File: src/include/tmu_settings.svh
/*
 * widths and register map of the blending tail.
 * included by the package and by every module that sizes a port or decodes an address.
 */
`ifndef TMU_SETTINGS_SVH
`define TMU_SETTINGS_SVH

// framebuffer word address, 1024 pixels.
`define TMU_FB_AW 10
// byte address on the register bus.
`define TMU_AXI_AW 16

// register map, byte offsets.
`define TMU_REG_CTRL 16'h0000
`define TMU_REG_ALPHA 16'h0004
`define TMU_REG_STATUS 16'h0008
`define TMU_REG_COUNT 16'h000c
// read-only pixel window, one word per 32-bit slot.
`define TMU_FB_BASE 16'h1000

`endif

File: src/verilog/tmu_pkg.sv
/*
 * shared types of the blending tail: stream payloads, AXI4-Lite channel bundles
 * and the enums of the control block. referenced by scoped names only.
 */
`default_nettype none
`include "tmu_settings.svh"

package tmu_pkg;

	// incoming textured fragment.
	typedef struct packed {
		logic [`TMU_FB_AW-1:0] addr;
		logic [15:0] color;
	} frag_t;

	// fragment paired with the pixel it lands on.
	typedef struct packed {
		logic [`TMU_FB_AW-1:0] addr;
		logic [15:0] tcol;
		logic [15:0] dcol;
	} pair_t;

	// blended pixel ready for write-back.
	typedef struct packed {
		logic [`TMU_FB_AW-1:0] addr;
		logic [15:0] color;
	} px_t;

	// master side, single beat only.
	typedef struct packed {
		logic awvalid;
		logic [`TMU_AXI_AW-1:0] awaddr;
		logic wvalid;
		logic [31:0] wdata;
		logic arvalid;
		logic [`TMU_AXI_AW-1:0] araddr;
		logic bready;
		logic rready;
	} axi_req_t;

	// slave side.
	typedef struct packed {
		logic awready;
		logic wready;
		logic bvalid;
		logic [1:0] bresp;
		logic arready;
		logic rvalid;
		logic [31:0] rdata;
		logic [1:0] rresp;
	} axi_rsp_t;

	typedef enum logic [2:0] {CTRL, ALPHA, STATUS, COUNT, FB, NONE} reg_sel_e;

	typedef enum logic [1:0] {IDLE, WRESP, RFB, RRESP} axi_st_e;

endpackage

`default_nettype wire

File: src/verilog/tmu_ctl.sv
/*
 * AXI4-Lite register slave of the blending tail.
 * holds enable, alpha and the written-fragment count, and reads framebuffer
 * words back through the shared RAM port. one transaction at a time.
 */
`default_nettype none
`include "tmu_settings.svh"

module tmu_ctl (
	input wire sys_clk,
	input wire sys_rst,
	input tmu_pkg::axi_req_t axi_req_i,
	output tmu_pkg::axi_rsp_t axi_rsp_o,
	input wire busy_i,
	input wire written_i,
	output logic enable_o,
	output logic [5:0] alpha_o,
	output logic fb_rd_o,
	output logic [`TMU_FB_AW-1:0] fb_raddr_o,
	input wire [15:0] fb_rdata_i
);

localparam logic [`TMU_AXI_AW-1:0] FB_BASE = `TMU_FB_BASE;

tmu_pkg::axi_st_e state;
tmu_pkg::reg_sel_e wsel;
tmu_pkg::reg_sel_e rsel;
logic wr_go;
logic rd_go;
logic [31:0] count;
logic [31:0] reg_val;
logic [31:0] rdata_q;

// upper bits select the pixel window, the rest is an exact match.
function automatic tmu_pkg::reg_sel_e decode(input logic [`TMU_AXI_AW-1:0] a);
	if (a[`TMU_AXI_AW-1:`TMU_FB_AW+2] == FB_BASE[`TMU_AXI_AW-1:`TMU_FB_AW+2])
		return tmu_pkg::FB;
	case (a)
		`TMU_REG_CTRL: return tmu_pkg::CTRL;
		`TMU_REG_ALPHA: return tmu_pkg::ALPHA;
		`TMU_REG_STATUS: return tmu_pkg::STATUS;
		`TMU_REG_COUNT: return tmu_pkg::COUNT;
		default: return tmu_pkg::NONE;
	endcase
endfunction

assign wsel = decode(axi_req_i.awaddr);
assign rsel = decode(axi_req_i.araddr);

// aw and w taken together, writes win over reads.
assign wr_go = (state == tmu_pkg::IDLE) & axi_req_i.awvalid & axi_req_i.wvalid;
assign rd_go = (state == tmu_pkg::IDLE) & axi_req_i.arvalid
	& ~(axi_req_i.awvalid & axi_req_i.wvalid);

// window read hits the RAM in the ar cycle.
assign fb_rd_o = rd_go & (rsel == tmu_pkg::FB);
assign fb_raddr_o = axi_req_i.araddr[`TMU_FB_AW+1:2];

always_comb begin
	axi_rsp_o = '0;
	axi_rsp_o.awready = wr_go;
	axi_rsp_o.wready = wr_go;
	axi_rsp_o.bvalid = (state == tmu_pkg::WRESP);
	axi_rsp_o.bresp = 2'b00;
	axi_rsp_o.arready = rd_go;
	axi_rsp_o.rvalid = (state == tmu_pkg::RRESP);
	axi_rsp_o.rdata = rdata_q;
	axi_rsp_o.rresp = 2'b00;
end

// register read mux.
always_comb begin
	case (rsel)
		tmu_pkg::CTRL: reg_val = {31'd0, enable_o};
		tmu_pkg::ALPHA: reg_val = {26'd0, alpha_o};
		tmu_pkg::STATUS: reg_val = {31'd0, busy_i};
		tmu_pkg::COUNT: reg_val = count;
		default: reg_val = 32'd0;
	endcase
end

always_ff @(posedge sys_clk) begin
	if (sys_rst) begin
		state <= tmu_pkg::IDLE;
		enable_o <= 1'b0;
		alpha_o <= 6'd0;
		count <= 32'd0;
	end else begin
		// any write to COUNT clears it, ahead of a write-back in the same cycle.
		if (wr_go && (wsel == tmu_pkg::COUNT))
			count <= 32'd0;
		else if (written_i)
			count <= count + 32'd1;
		case (state)
			tmu_pkg::IDLE: begin
				if (wr_go) begin
					if (wsel == tmu_pkg::CTRL)
						enable_o <= axi_req_i.wdata[0];
					if (wsel == tmu_pkg::ALPHA)
						alpha_o <= axi_req_i.wdata[5:0];
					state <= tmu_pkg::WRESP;
				end else if (rd_go) begin
					state <= (rsel == tmu_pkg::FB) ? tmu_pkg::RFB : tmu_pkg::RRESP;
				end
			end
			tmu_pkg::WRESP: if (axi_req_i.bready) state <= tmu_pkg::IDLE;
			// RAM data lands here, one more cycle to capture.
			tmu_pkg::RFB: state <= tmu_pkg::RRESP;
			tmu_pkg::RRESP: if (axi_req_i.rready) state <= tmu_pkg::IDLE;
			default: state <= tmu_pkg::IDLE;
		endcase
	end
end

// read data, held until rready.
always_ff @(posedge sys_clk) begin
	if (rd_go)
		rdata_q <= reg_val;
	else if (state == tmu_pkg::RFB)
		rdata_q <= {16'd0, fb_rdata_i};
end

// only one response channel active.
assert property (@(posedge sys_clk) disable iff (sys_rst)
	!(axi_rsp_o.bvalid && axi_rsp_o.rvalid));

endmodule

`default_nettype wire

File: config.mk
export PLATFORM = sky130hd
export DESIGN_NAME = tmu_ctl
export DESIGN_NICKNAME = d
export VERILOG_FILES = /design/src/verilog/tmu_pkg.sv /design/src/verilog/tmu_ctl.sv
export VERILOG_INCLUDE_DIRS = /design/src /design/src/include
export SDC_FILE = /design/constraint.sdc
export NUM_CORES = 1
export LEC_CHECK = 0
export ABC_AREA = 1
export BUFFER_PORTS_ARGS = -buffer_cell sky130_fd_sc_hd__buf_2
export CAP_MARGIN = 20
export CELL_PAD_IN_SITES_DETAIL_PLACEMENT = 0
export CELL_PAD_IN_SITES_GLOBAL_PLACEMENT = 1
export CORE_ASPECT_RATIO = 1.2
export CORE_UTILIZATION = 38
export CTS_CLUSTER_DIAMETER = 100
export DETAILED_ROUTE_END_ITERATION = 8
export GPL_TIMING_DRIVEN = 0
export PLACE_DENSITY_LB_ADDON = 0.1
export SYNTH_ARGS = -nofsm -noshare
export SYNTH_HDL_FRONTEND = slang
export SYNTH_SLANG_ARGS = --single-unit
File: constraint.sdc
create_clock -name sys_clk -period 5.1 [get_ports sys_clk]
set_input_delay 0.51 -clock sys_clk [delete_from_list [all_inputs] [get_ports sys_clk]]
set_output_delay 0.51 -clock sys_clk [all_outputs]
set_load 0.005 [all_outputs]
==> flow_summary.html, run 1 <==
<table>
<tr><th>Metric</th><th>Value</th></tr>
<tr><th colspan="2">Logic synthesis</th></tr>
<tr><td>Cell accounting for the most synthesized area</td><td>sky130_fd_sc_hd__edfxtp_1</td></tr>
<tr><td>Share of flip-flops with an asynchronous set or reset after synthesis</td><td>0%</td></tr>
<tr><td>Post-synth top area share</td><td>24.5%</td></tr>
<tr><td>Post-Synthesis Cell Area</td><td>3920 µm²</td></tr>
<tr><td>Fraction of the mapped netlist area in compound gates</td><td>6.04%</td></tr>
<tr><td>Adder-cell share of the synthesized area</td><td>0.319%</td></tr>
<tr><td>Fraction of synthesized area in multiplexers</td><td>0%</td></tr>
<tr><td>EDFF count, synth</td><td>32</td></tr>
<tr><td>Total of flip-flops plus latches after synthesis</td><td>73</td></tr>
<tr><td>Avg Synthesized Cell Area</td><td>7.79 µm²</td></tr>
<tr><td>Biggest area contributors in the synthesized netlist</td><td>sky130_fd_sc_hd__edfxtp_1 25%, sky130_fd_sc_hd__dfxtp_1 21%, sky130_fd_sc_hd__nand2_1 12%</td></tr>
<tr><td>Post-Synth Simple-Gate Area</td><td>35.7%</td></tr>
<tr><td>Count leader, synth</td><td>sky130_fd_sc_hd__nand2_1</td></tr>
<tr><td>Most instantiated flip-flop cell in the synthesis netlist</td><td>sky130_fd_sc_hd__dfxtp_1</td></tr>
<tr><td>Largest family of logic cells by synthesized area</td><td>simple AND/OR/NAND/NOR gates</td></tr>
<tr><td>Commonest cells post-synth</td><td>125 x sky130_fd_sc_hd__nand2_1, 64 x sky130_fd_sc_hd__nor2_1, 49 x sky130_fd_sc_hd__inv_1</td></tr>
<tr><td>Sequential-to-total area share from yosys stat</td><td>45.5%</td></tr>
<tr><td>Count of yosys warnings during synthesis</td><td>0</td></tr>
<tr><td>Synth cell types</td><td>37</td></tr>
<tr><td>Synthesized netlist cell count</td><td>503</td></tr>
<tr><td>Xor and xnor area share after synthesis</td><td>2.46%</td></tr>
<tr><th colspan="2">CTS</th></tr>
<tr><td>Post-CTS setup buffer count</td><td>0</td></tr>
<tr><td>Clock latency reported for the late side of the worst-skew pair</td><td>0.34 ns</td></tr>
<tr><td>Root buffer cell</td><td>sky130_fd_sc_hd__clkbuf_16</td></tr>
<tr><td>Number of sinks handled by clock tree synthesis</td><td>73</td></tr>
<tr><td>CTS max path bufs</td><td>2</td></tr>
<tr><td>Clock-pin slew on the worst setup and hold paths</td><td>0.05 ns</td></tr>
<tr><td>Post-cts resize count</td><td>0</td></tr>
<tr><td>Number of H-tree branching levels</td><td>3</td></tr>
<tr><td>Clock tree from TritonCTS</td><td>built</td></tr>
<tr><td>Number of buffers added to fix hold violations after cts</td><td>0</td></tr>
<tr><td>Number of clock buffers inserted by TritonCTS</td><td>9</td></tr>
<tr><th colspan="2">Worst setup path</th></tr>
<tr><td>Crit path capture type</td><td>flop</td></tr>
<tr><td>Crit. Startpoint</td><td>state[1]</td></tr>
<tr><td>Minimum setup slack among reg-to-reg paths</td><td>2.86 ns</td></tr>
<tr><td>Largest fanout of any net on the critical path</td><td>20</td></tr>
<tr><td>Number of buffer and inverter stages on the critical path</td><td>3</td></tr>
<tr><td>FF-to-FF Start</td><td>state[1]</td></tr>
<tr><td>Kind of start point of the critical path</td><td>flop</td></tr>
<tr><td>Logic depth of the worst register-to-register path</td><td>7</td></tr>
<tr><td>Cell chain of the critical path</td><td>nor2_1 -&gt; nand2_1 -&gt; nor2_2 -&gt; inv_1 -&gt; buf_2 -&gt; nand2_1 -&gt; buf_16</td></tr>
<tr><td>Slowest library cell on the worst path</td><td>sky130_fd_sc_hd__nand2_1</td></tr>
<tr><td>Cell type with the highest occurrence count on the critical path</td><td>sky130_fd_sc_hd__nand2_1</td></tr>
<tr><td>Crit Path Class</td><td>flop to flop</td></tr>
<tr><td>Arrival time of data at the critical path endpoint</td><td>2.28 ns</td></tr>
<tr><td>Terminus of the critical flop-to-flop path</td><td>rdata_q[28]</td></tr>
<tr><td>Data required, critical path</td><td>5.14 ns</td></tr>
<tr><td>Crit-path leading delay family</td><td>simple AND/OR/NAND/NOR gates</td></tr>
<tr><td>Levels on crit path</td><td>7</td></tr>
<tr><td>Capture point of the critical path</td><td>rdata_q[28]</td></tr>
<tr><td>Delay of the slowest critical-path stage</td><td>0.55 ns</td></tr>
<tr><th colspan="2">Power</th></tr>
<tr><td>Pwr/cell area</td><td>293 nW/µm²</td></tr>
<tr><td>Portion of total power attributed to sequential cells</td><td>45.6%</td></tr>
<tr><td>IR drop worst, VDD</td><td>0.140 mV</td></tr>
<tr><td>Combinational Power Share</td><td>11.5%</td></tr>
<tr><td>Clock power frac</td><td>42.9%</td></tr>
<tr><td>Cell internal pwr</td><td>1.12 mW</td></tr>
<tr><td>Net switching share of the total power</td><td>23.4%</td></tr>
<tr><td>Static leakage power</td><td>2.06 nW</td></tr>
<tr><td>Net Switching</td><td>0.341 mW</td></tr>
<tr><th colspan="2">STA</th></tr>
<tr><td>Worst Clk Skew</td><td>0.00492 ns</td></tr>
<tr><td>F_max</td><td>447 MHz</td></tr>
<tr><td>Worst Hold Slack</td><td>0.419 ns</td></tr>
<tr><td>Setup repair after global routing missed its margin</td><td>no</td></tr>
<tr><td>Slew headroom</td><td>52.4%</td></tr>
<tr><td>Minimum clock period after layout</td><td>2.24 ns</td></tr>
<tr><td>Final hold viol count</td><td>0</td></tr>
<tr><td>Final WS setup</td><td>2.86 ns</td></tr>
<tr><td>Final setup violation count</td><td>0</td></tr>
<tr><td>Post-route clock period utilization</td><td>43.9%</td></tr>
<tr><td>Actual slew at the worst max-slew pin</td><td>0.713 ns</td></tr>
<tr><td>Total negative setup slack</td><td>0 ns</td></tr>
<tr><td>Final slew viol count</td><td>0</td></tr>
<tr><th colspan="2">Global routing</th></tr>
<tr><td>Largest net degree at the start of global routing</td><td>21</td></tr>
<tr><td>Via count of the first global-routing pass</td><td>3430</td></tr>
<tr><td>GR Overflow Total</td><td>0</td></tr>
<tr><td>Global routing usage summed across all routing layers</td><td>19.9%</td></tr>
<tr><td>Global-route wire length before repair</td><td>16200 µm</td></tr>
<tr><td>Initial antenna violation count</td><td>0</td></tr>
<tr><th colspan="2">Place</th></tr>
<tr><td>Dpl hpwl</td><td>7780 µm</td></tr>
<tr><td>Global placement routability congestion</td><td>0.834</td></tr>
<tr><td>Post-placement worst setup slack</td><td>2.52 ns</td></tr>
<tr><td>Count of buffers from port buffering</td><td>115</td></tr>
<tr><th colspan="2">Floorplan</th></tr>
<tr><td>Width of the chip</td><td>94.7 µm</td></tr>
<tr><td>Area enclosed by the die boundary</td><td>10700 µm²</td></tr>
<tr><td>Number of core rows</td><td>40</td></tr>
<tr><td>Area of the core region</td><td>10000 µm²</td></tr>
<tr><td>Initial standard-cell utilization of the core</td><td>39.1%</td></tr>
<tr><td>Die span in y</td><td>113 µm</td></tr>
<tr><td># IOs</td><td>148</td></tr>
<tr><th colspan="2">Routing</th></tr>
<tr><td>Total detailed-routing wirelength</td><td>9850 µm</td></tr>
<tr><td>First drt pass iteration count</td><td>4</td></tr>
<tr><td>Via count</td><td>3640</td></tr>
<tr><td>Initial DRC Count</td><td>118</td></tr>
<tr><td>Vias per Instance</td><td>4.76</td></tr>
<tr><td>Antenna-violating nets left</td><td>0</td></tr>
<tr><td>WL/cell</td><td>12.9 µm</td></tr>
<tr><td># DRC</td><td>0</td></tr>
<tr><th colspan="2">Outcome</th></tr>
<tr><td>Outcome</td><td>completed</td></tr>
<tr><th colspan="2">Cells and area</th></tr>
<tr><td>Area growth, synth to finish</td><td>27.1%</td></tr>
<tr><td>Final nets</td><td>723</td></tr>
<tr><td>Ratio of cells with drive above 1 in the final layout</td><td>29.0%</td></tr>
<tr><td>Fill cell total of the finished layout</td><td>1019</td></tr>
<tr><td># diodes</td><td>0</td></tr>
<tr><th colspan="2">Job</th></tr>
<tr><td>Maximum capacitance violations</td><td>0</td></tr>
<tr><th colspan="2">Hold path</th></tr>
<tr><td>Tightest Hold Check Type</td><td>input pin to flop</td></tr>
</table>
-- kinds of logic (layout without fill, tap and decap cells) --
| family | after synthesis | in the layout |
|---|---|---|
| xor+xnor | 11 | 11 |
| compound gates | 41 | 41 |
| buf+inv | 80 | 212 |
| simple gates | 296 | 296 |
| flops | 73 | 73 |
| other cells | 1 | 4 |
| fa+ha+maj | 1 | 1 |
-- metrics by stage --
| stage | total power [mW] | instance area [µm²] | util (%) | cells |
|---|---|---|---|---|
| 5_1_grt | 1.52 | 4980 | 49.7 | 764 |
| 6_report | 1.46 | 4980 | 49.7 | 764 |
| 3_3_place_gp | 0.838 | 4660 | 46.6 | 747 |
| 2_1_floorplan | 0.757 | 3930 | - | 506 |
| 3_5_place_dp | 0.850 | 4690 | 46.8 | 748 |
| 4_1_cts | 1.47 | 4980 | 49.7 | 764 |
-- final cells by class --
| type | instances | area (µm²) | area share [%] |
|---|---|---|---|
| inverter | 50 | 188 | 3.77 |
| clock inverter | 4 | 43.8 | 0.880 |
| sequential | 73 | 1780 | 35.8 |
| tap | 126 | 158 | 3.17 |
| clock buffer | 12 | 246 | 4.95 |
| timing repair buffer | 116 | 603 | 12.1 |
| multi-input combinational | 353 | 1760 | 35.3 |
| buffer | 30 | 201 | 4.05 |
-- metal layers --
| layer | global-route usage [%] | share of wire [%] | routed length, µm | vias up |
|---|---|---|---|---|
| met4 | 10.3 | 2.8 | 272 | 0 |
| li1 | - | - | - | 1894 |
| met5 | 0 | 0 | 0 | - |
| met2 | 33.5 | 50 | 4940 | 129 |
| met3 | 4.03 | 5.9 | 580 | 19 |
| met1 | 23.6 | 41 | 4060 | 1598 |
-- flip-flops by register name, indices dropped and copies added, names as in the netlist --
signal / cells
enable_o: 1
rdata_q: 32
alpha_o: 6
count: 32
state: 2
-- power groups by stage --
stage          clock, mW  sequential, mW  combinational [mW]
6_report           0.626           0.665               0.168
3_3_place_gp           0           0.678               0.160
4_1_cts            0.633           0.666               0.172
2_1_floorplan          0           0.683              0.0746
5_1_grt            0.661           0.669               0.190
3_5_place_dp           0           0.678               0.172
-- cells in the final DEF, fill, tap and decap left out, types with 2 or more instances in the layout --
cell type / count
sky130_fd_sc_hd__nand2_1: 125
sky130_fd_sc_hd__nor2_4: 4
sky130_fd_sc_hd__inv_1: 49
sky130_fd_sc_hd__a21oi_1: 22
sky130_fd_sc_hd__nor3_2: 3
sky130_fd_sc_hd__xnor2_1: 4
sky130_fd_sc_hd__clkbuf_16: 9
sky130_fd_sc_hd__nand3_1: 40
sky130_fd_sc_hd__nor2_1: 64
sky130_fd_sc_hd__clkbuf_1: 3
sky130_fd_sc_hd__nand4_1: 10
sky130_fd_sc_hd__nand3b_1: 2
sky130_fd_sc_hd__conb_1: 4
sky130_fd_sc_hd__o31ai_1: 8
sky130_fd_sc_hd__nor3_1: 24
sky130_fd_sc_hd__edfxtp_1: 32
sky130_fd_sc_hd__nand3_2: 4
sky130_fd_sc_hd__nor3_4: 4
sky130_fd_sc_hd__o21ai_0: 7
sky130_fd_sc_hd__xor2_1: 7
sky130_fd_sc_hd__buf_4: 19
sky130_fd_sc_hd__buf_2: 123
sky130_fd_sc_hd__nor3b_1: 2
sky130_fd_sc_hd__clkinv_2: 2
sky130_fd_sc_hd__dfxtp_1: 41
sky130_fd_sc_hd__nor2_2: 9
-- tightest hold or removal path, stage by stage --
cell and delay, ns:
sky130_fd_sc_hd__buf_2 0.09, sky130_fd_sc_hd__nand2_1 0.05, sky130_fd_sc_hd__a21oi_1 0.05
-- worst min path at each step --
| stage | startpoint | end | cells past startpoint |
|---|---|---|---|
| 3_3_place_gp | count[28] | count[28] | 2 |
| 4_1_cts | axi_req_i[22] | alpha_o[3] | 3 |
| 2_1_floorplan | count[28] | count[28] | 2 |
| 3_5_place_dp | count[28] | count[28] | 2 |
| 6_report | axi_req_i[22] | alpha_o[3] | 3 |
| 5_1_grt | axi_req_i[22] | alpha_o[3] | 3 |
(Power assumes the default switching activity.)
==> inputs of run 2 (changes only) <==
--- a/config.mk
+++ b/config.mk
@@ -12,7 +12,7 @@
 export CELL_PAD_IN_SITES_DETAIL_PLACEMENT = 0
 export CELL_PAD_IN_SITES_GLOBAL_PLACEMENT = 1
 export CORE_ASPECT_RATIO = 1.2
-export CORE_UTILIZATION = 38
+export CORE_UTILIZATION = 35
 export CTS_CLUSTER_DIAMETER = 100
 export DETAILED_ROUTE_END_ITERATION = 8
 export GPL_TIMING_DRIVEN = 0
==> constraint.sdc (replaced) <==
create_clock -name sys_clk -period 2.3 [get_ports sys_clk]
set_input_delay 0.23 -clock sys_clk [delete_from_list [all_inputs] [get_ports sys_clk]]
set_output_delay 0.23 -clock sys_clk [all_outputs]
set_load 0.005 [all_outputs]
==> run 2 against run 1 <==
  * Clock skew is 0.0024 ns higher
  * Critical path type unchanged
  * Critical path depth did not move
  * Final cell count up 0.39%
==> flow_summary.html, run 2 (synthesis gave the netlist of run 1 again) <==
<table>
<tr><th>Metric</th><th>Value</th></tr>
<tr><th colspan="2">Outcome</th></tr>
<tr><td>Outcome</td><td>completed</td></tr>
<tr><th colspan="2">Global routing</th></tr>
<tr><td>GR Overflow Total</td><td>0</td></tr>
<tr><td>Via count of the first global-routing pass</td><td>3565</td></tr>
<tr><td>Largest net degree at the start of global routing</td><td>20</td></tr>
<tr><td>Global routing usage summed across all routing layers</td><td>18.7%</td></tr>
<tr><td>Initial antenna violation count</td><td>0</td></tr>
<tr><td>Global-route wire length before repair</td><td>16900 µm</td></tr>
<tr><th colspan="2">STA</th></tr>
<tr><td>Minimum clock period after layout</td><td>2.04 ns</td></tr>
<tr><td>Final slew viol count</td><td>0</td></tr>
<tr><td>Slew headroom</td><td>64.3%</td></tr>
<tr><td>Actual slew at the worst max-slew pin</td><td>0.536 ns</td></tr>
<tr><td>Final WS setup</td><td>0.257 ns</td></tr>
<tr><td>Worst Clk Skew</td><td>0.00732 ns</td></tr>
<tr><td>Worst Hold Slack</td><td>0.139 ns</td></tr>
<tr><td>Setup repair after global routing missed its margin</td><td>no</td></tr>
<tr><td>Total negative setup slack</td><td>0 ns</td></tr>
<tr><td>F_max</td><td>490 MHz</td></tr>
<tr><td>Final setup violation count</td><td>0</td></tr>
<tr><td>Final hold viol count</td><td>0</td></tr>
<tr><td>Post-route clock period utilization</td><td>88.8%</td></tr>
<tr><th colspan="2">Power</th></tr>
<tr><td>Static leakage power</td><td>2.08 nW</td></tr>
<tr><td>IR drop worst, VDD</td><td>0.356 mV</td></tr>
<tr><td>Sum of internal, switching and leakage power</td><td>3.41 mW</td></tr>
<tr><td>Pwr/cell area</td><td>678 nW/µm²</td></tr>
<tr><th colspan="2">Floorplan</th></tr>
<tr><td>Die span in y</td><td>118 µm</td></tr>
<tr><td>Area of the core region</td><td>10700 µm²</td></tr>
<tr><td># IOs</td><td>148</td></tr>
<tr><td>Initial standard-cell utilization of the core</td><td>36.5%</td></tr>
<tr><td>Width of the chip</td><td>98.6 µm</td></tr>
<tr><td>Area enclosed by the die boundary</td><td>11600 µm²</td></tr>
<tr><td>Number of core rows</td><td>41</td></tr>
<tr><th colspan="2">Routing</th></tr>
<tr><td>WL/cell</td><td>13.4 µm</td></tr>
<tr><td>Vias per Instance</td><td>4.84</td></tr>
<tr><td>Via count</td><td>3712</td></tr>
<tr><td>Initial DRC Count</td><td>169</td></tr>
<tr><td>Antenna-violating nets left</td><td>0</td></tr>
<tr><td>First drt pass iteration count</td><td>5</td></tr>
<tr><td># DRC</td><td>0</td></tr>
<tr><td>Total detailed-routing wirelength</td><td>10300 µm</td></tr>
<tr><th colspan="2">Worst setup path</th></tr>
<tr><td>Crit path capture type</td><td>flop</td></tr>
<tr><td>FF-to-FF Start</td><td>state[1]</td></tr>
<tr><td>Crit-path leading delay family</td><td>simple AND/OR/NAND/NOR gates</td></tr>
<tr><td>Crit Path Class</td><td>flop to flop</td></tr>
<tr><td>Cell chain of the critical path</td><td>nor2_1 -&gt; nand2_1 -&gt; nor2_2 -&gt; inv_1 -&gt; buf_2 -&gt; nand2_2 -&gt; buf_16</td></tr>
<tr><td>Data required, critical path</td><td>2.34 ns</td></tr>
<tr><td>Delay of the slowest critical-path stage</td><td>0.38 ns</td></tr>
<tr><td>Kind of start point of the critical path</td><td>flop</td></tr>
<tr><td>Crit. Startpoint</td><td>state[1]</td></tr>
<tr><td>Arrival time of data at the critical path endpoint</td><td>2.08 ns</td></tr>
<tr><td>Slowest library cell on the worst path</td><td>sky130_fd_sc_hd__dfxtp_1</td></tr>
<tr><td>Largest fanout of any net on the critical path</td><td>19</td></tr>
<tr><td>Number of buffer and inverter stages on the critical path</td><td>3</td></tr>
<tr><th colspan="2">CTS</th></tr>
<tr><td>Clock-pin slew on the worst setup and hold paths</td><td>0.06 ns</td></tr>
<tr><td>CTS max path bufs</td><td>2</td></tr>
<tr><td>Number of buffers added to fix hold violations after cts</td><td>0</td></tr>
<tr><td>Clock latency reported for the late side of the worst-skew pair</td><td>0.34 ns</td></tr>
<tr><td>Number of H-tree branching levels</td><td>3</td></tr>
<tr><td>Root buffer cell</td><td>sky130_fd_sc_hd__clkbuf_16</td></tr>
<tr><td>Clock tree from TritonCTS</td><td>built</td></tr>
<tr><td>Number of sinks handled by clock tree synthesis</td><td>73</td></tr>
<tr><td>Number of clock buffers inserted by TritonCTS</td><td>9</td></tr>
<tr><th colspan="2">Place</th></tr>
<tr><td>Dpl hpwl</td><td>8070 µm</td></tr>
<tr><td>Post-placement worst setup slack</td><td>-0.0430 ns</td></tr>
<tr><td>Global placement routability congestion</td><td>0.858</td></tr>
<tr><td>Count of buffers from port buffering</td><td>115</td></tr>
<tr><td>Number of placed cells counting well taps</td><td>751</td></tr>
<tr><th colspan="2">Job</th></tr>
<tr><td>Maximum capacitance violations</td><td>0</td></tr>
<tr><th colspan="2">Cells and area</th></tr>
<tr><td>Fill cell total of the finished layout</td><td>1115</td></tr>
<tr><td>Ratio of cells with drive above 1 in the final layout</td><td>29.6%</td></tr>
<tr><td>Top flop regs</td><td>count (32), rdata_q (32), alpha_o (6)</td></tr>
<tr><td>Final nets</td><td>723</td></tr>
<tr><td>Commonest cells after routing, fill and taps aside</td><td>124 x sky130_fd_sc_hd__nand2_1, 123 x sky130_fd_sc_hd__buf_2, 64 x sky130_fd_sc_hd__nor2_1</td></tr>
<tr><td>Post-route insts no fill</td><td>767</td></tr>
<tr><td>Area growth, synth to finish</td><td>28.3%</td></tr>
<tr><td>Commonest non-fill, non-tap cell in the layout</td><td>sky130_fd_sc_hd__nand2_1</td></tr>
<tr><td># diodes</td><td>0</td></tr>
<tr><th colspan="2">Hold path</th></tr>
<tr><td>Tightest Hold Check Type</td><td>input pin to flop</td></tr>
<tr><td>Hold Path Origin</td><td>axi_req_i[24]</td></tr>
</table>
run 2: cell types whose count changed in the layout (fill, tap and decap cells not counted), sizes merged:
cell / delta
clkinv: -1
bufinv: +1
clkinvlp: +1
clkbuf: -1
run 2: layout make-up:
cell class              instances  area [µm²]  share of cell area [%]
clock buffers                  11         253                    5.03
repair buffers                116         603                    12.0
clock inverters                 5        77.6                    1.54
multi-input cells             353        1760                    35.0
inverters                      50         188                    3.74
well taps                     129         161                    3.21
flip-flops and latches         73        1780                    35.5
plain buffers                  30         201                    4.01
run 2: tightest hold or removal path: stages:
cell and delay [ns]:
sky130_fd_sc_hd__buf_2 0.09, sky130_fd_sc_hd__nand2_1 0.05, sky130_fd_sc_hd__a21oi_1 0.05
run 2: path summary, 6_finish.rpt:
kind | endpoint | slack, ns | cells past startpoint
max | rdata_q[15] | 0.26 | 7
max reg2reg | rdata_q[15] | 0.26 | 7
min reg2reg | count[28] | 0.48 | 2
min | alpha_o[5] | 0.14 | 3
run 2: power breakdown:
group          switching [mW]  internal (mW)  total [mW]
registers              0.0269           1.45        1.47
clock network           0.555           1.01        1.56
logic                   0.206          0.168       0.374
total                   0.787           2.62        3.41
run 2: through the flow:
stage | util, % | cell area (µm²)
detailed placement | 43.8 | 4690
global route | 46.9 | 5020
floorplan | - | 3930
CTS | 46.9 | 5020
global placement | 43.5 | 4660
finish | 46.9 | 5020
run 2: layer usage:
metal / wire (µm) / global-route usage, %
met5: 0 / 0
met4: 174 / 6.16
met3: 563 / 4.10
met2: 5240 / 33.8
met1: 4300 / 21.6
run 2: timing repair:
| action | 4_1_cts | 5_1_grt |
|---|---|---|
| setup buffers | 0 | 0 |
| endpoints found under the setup margin | 19 | 0 |
| resized for setup | 1 | 0 |
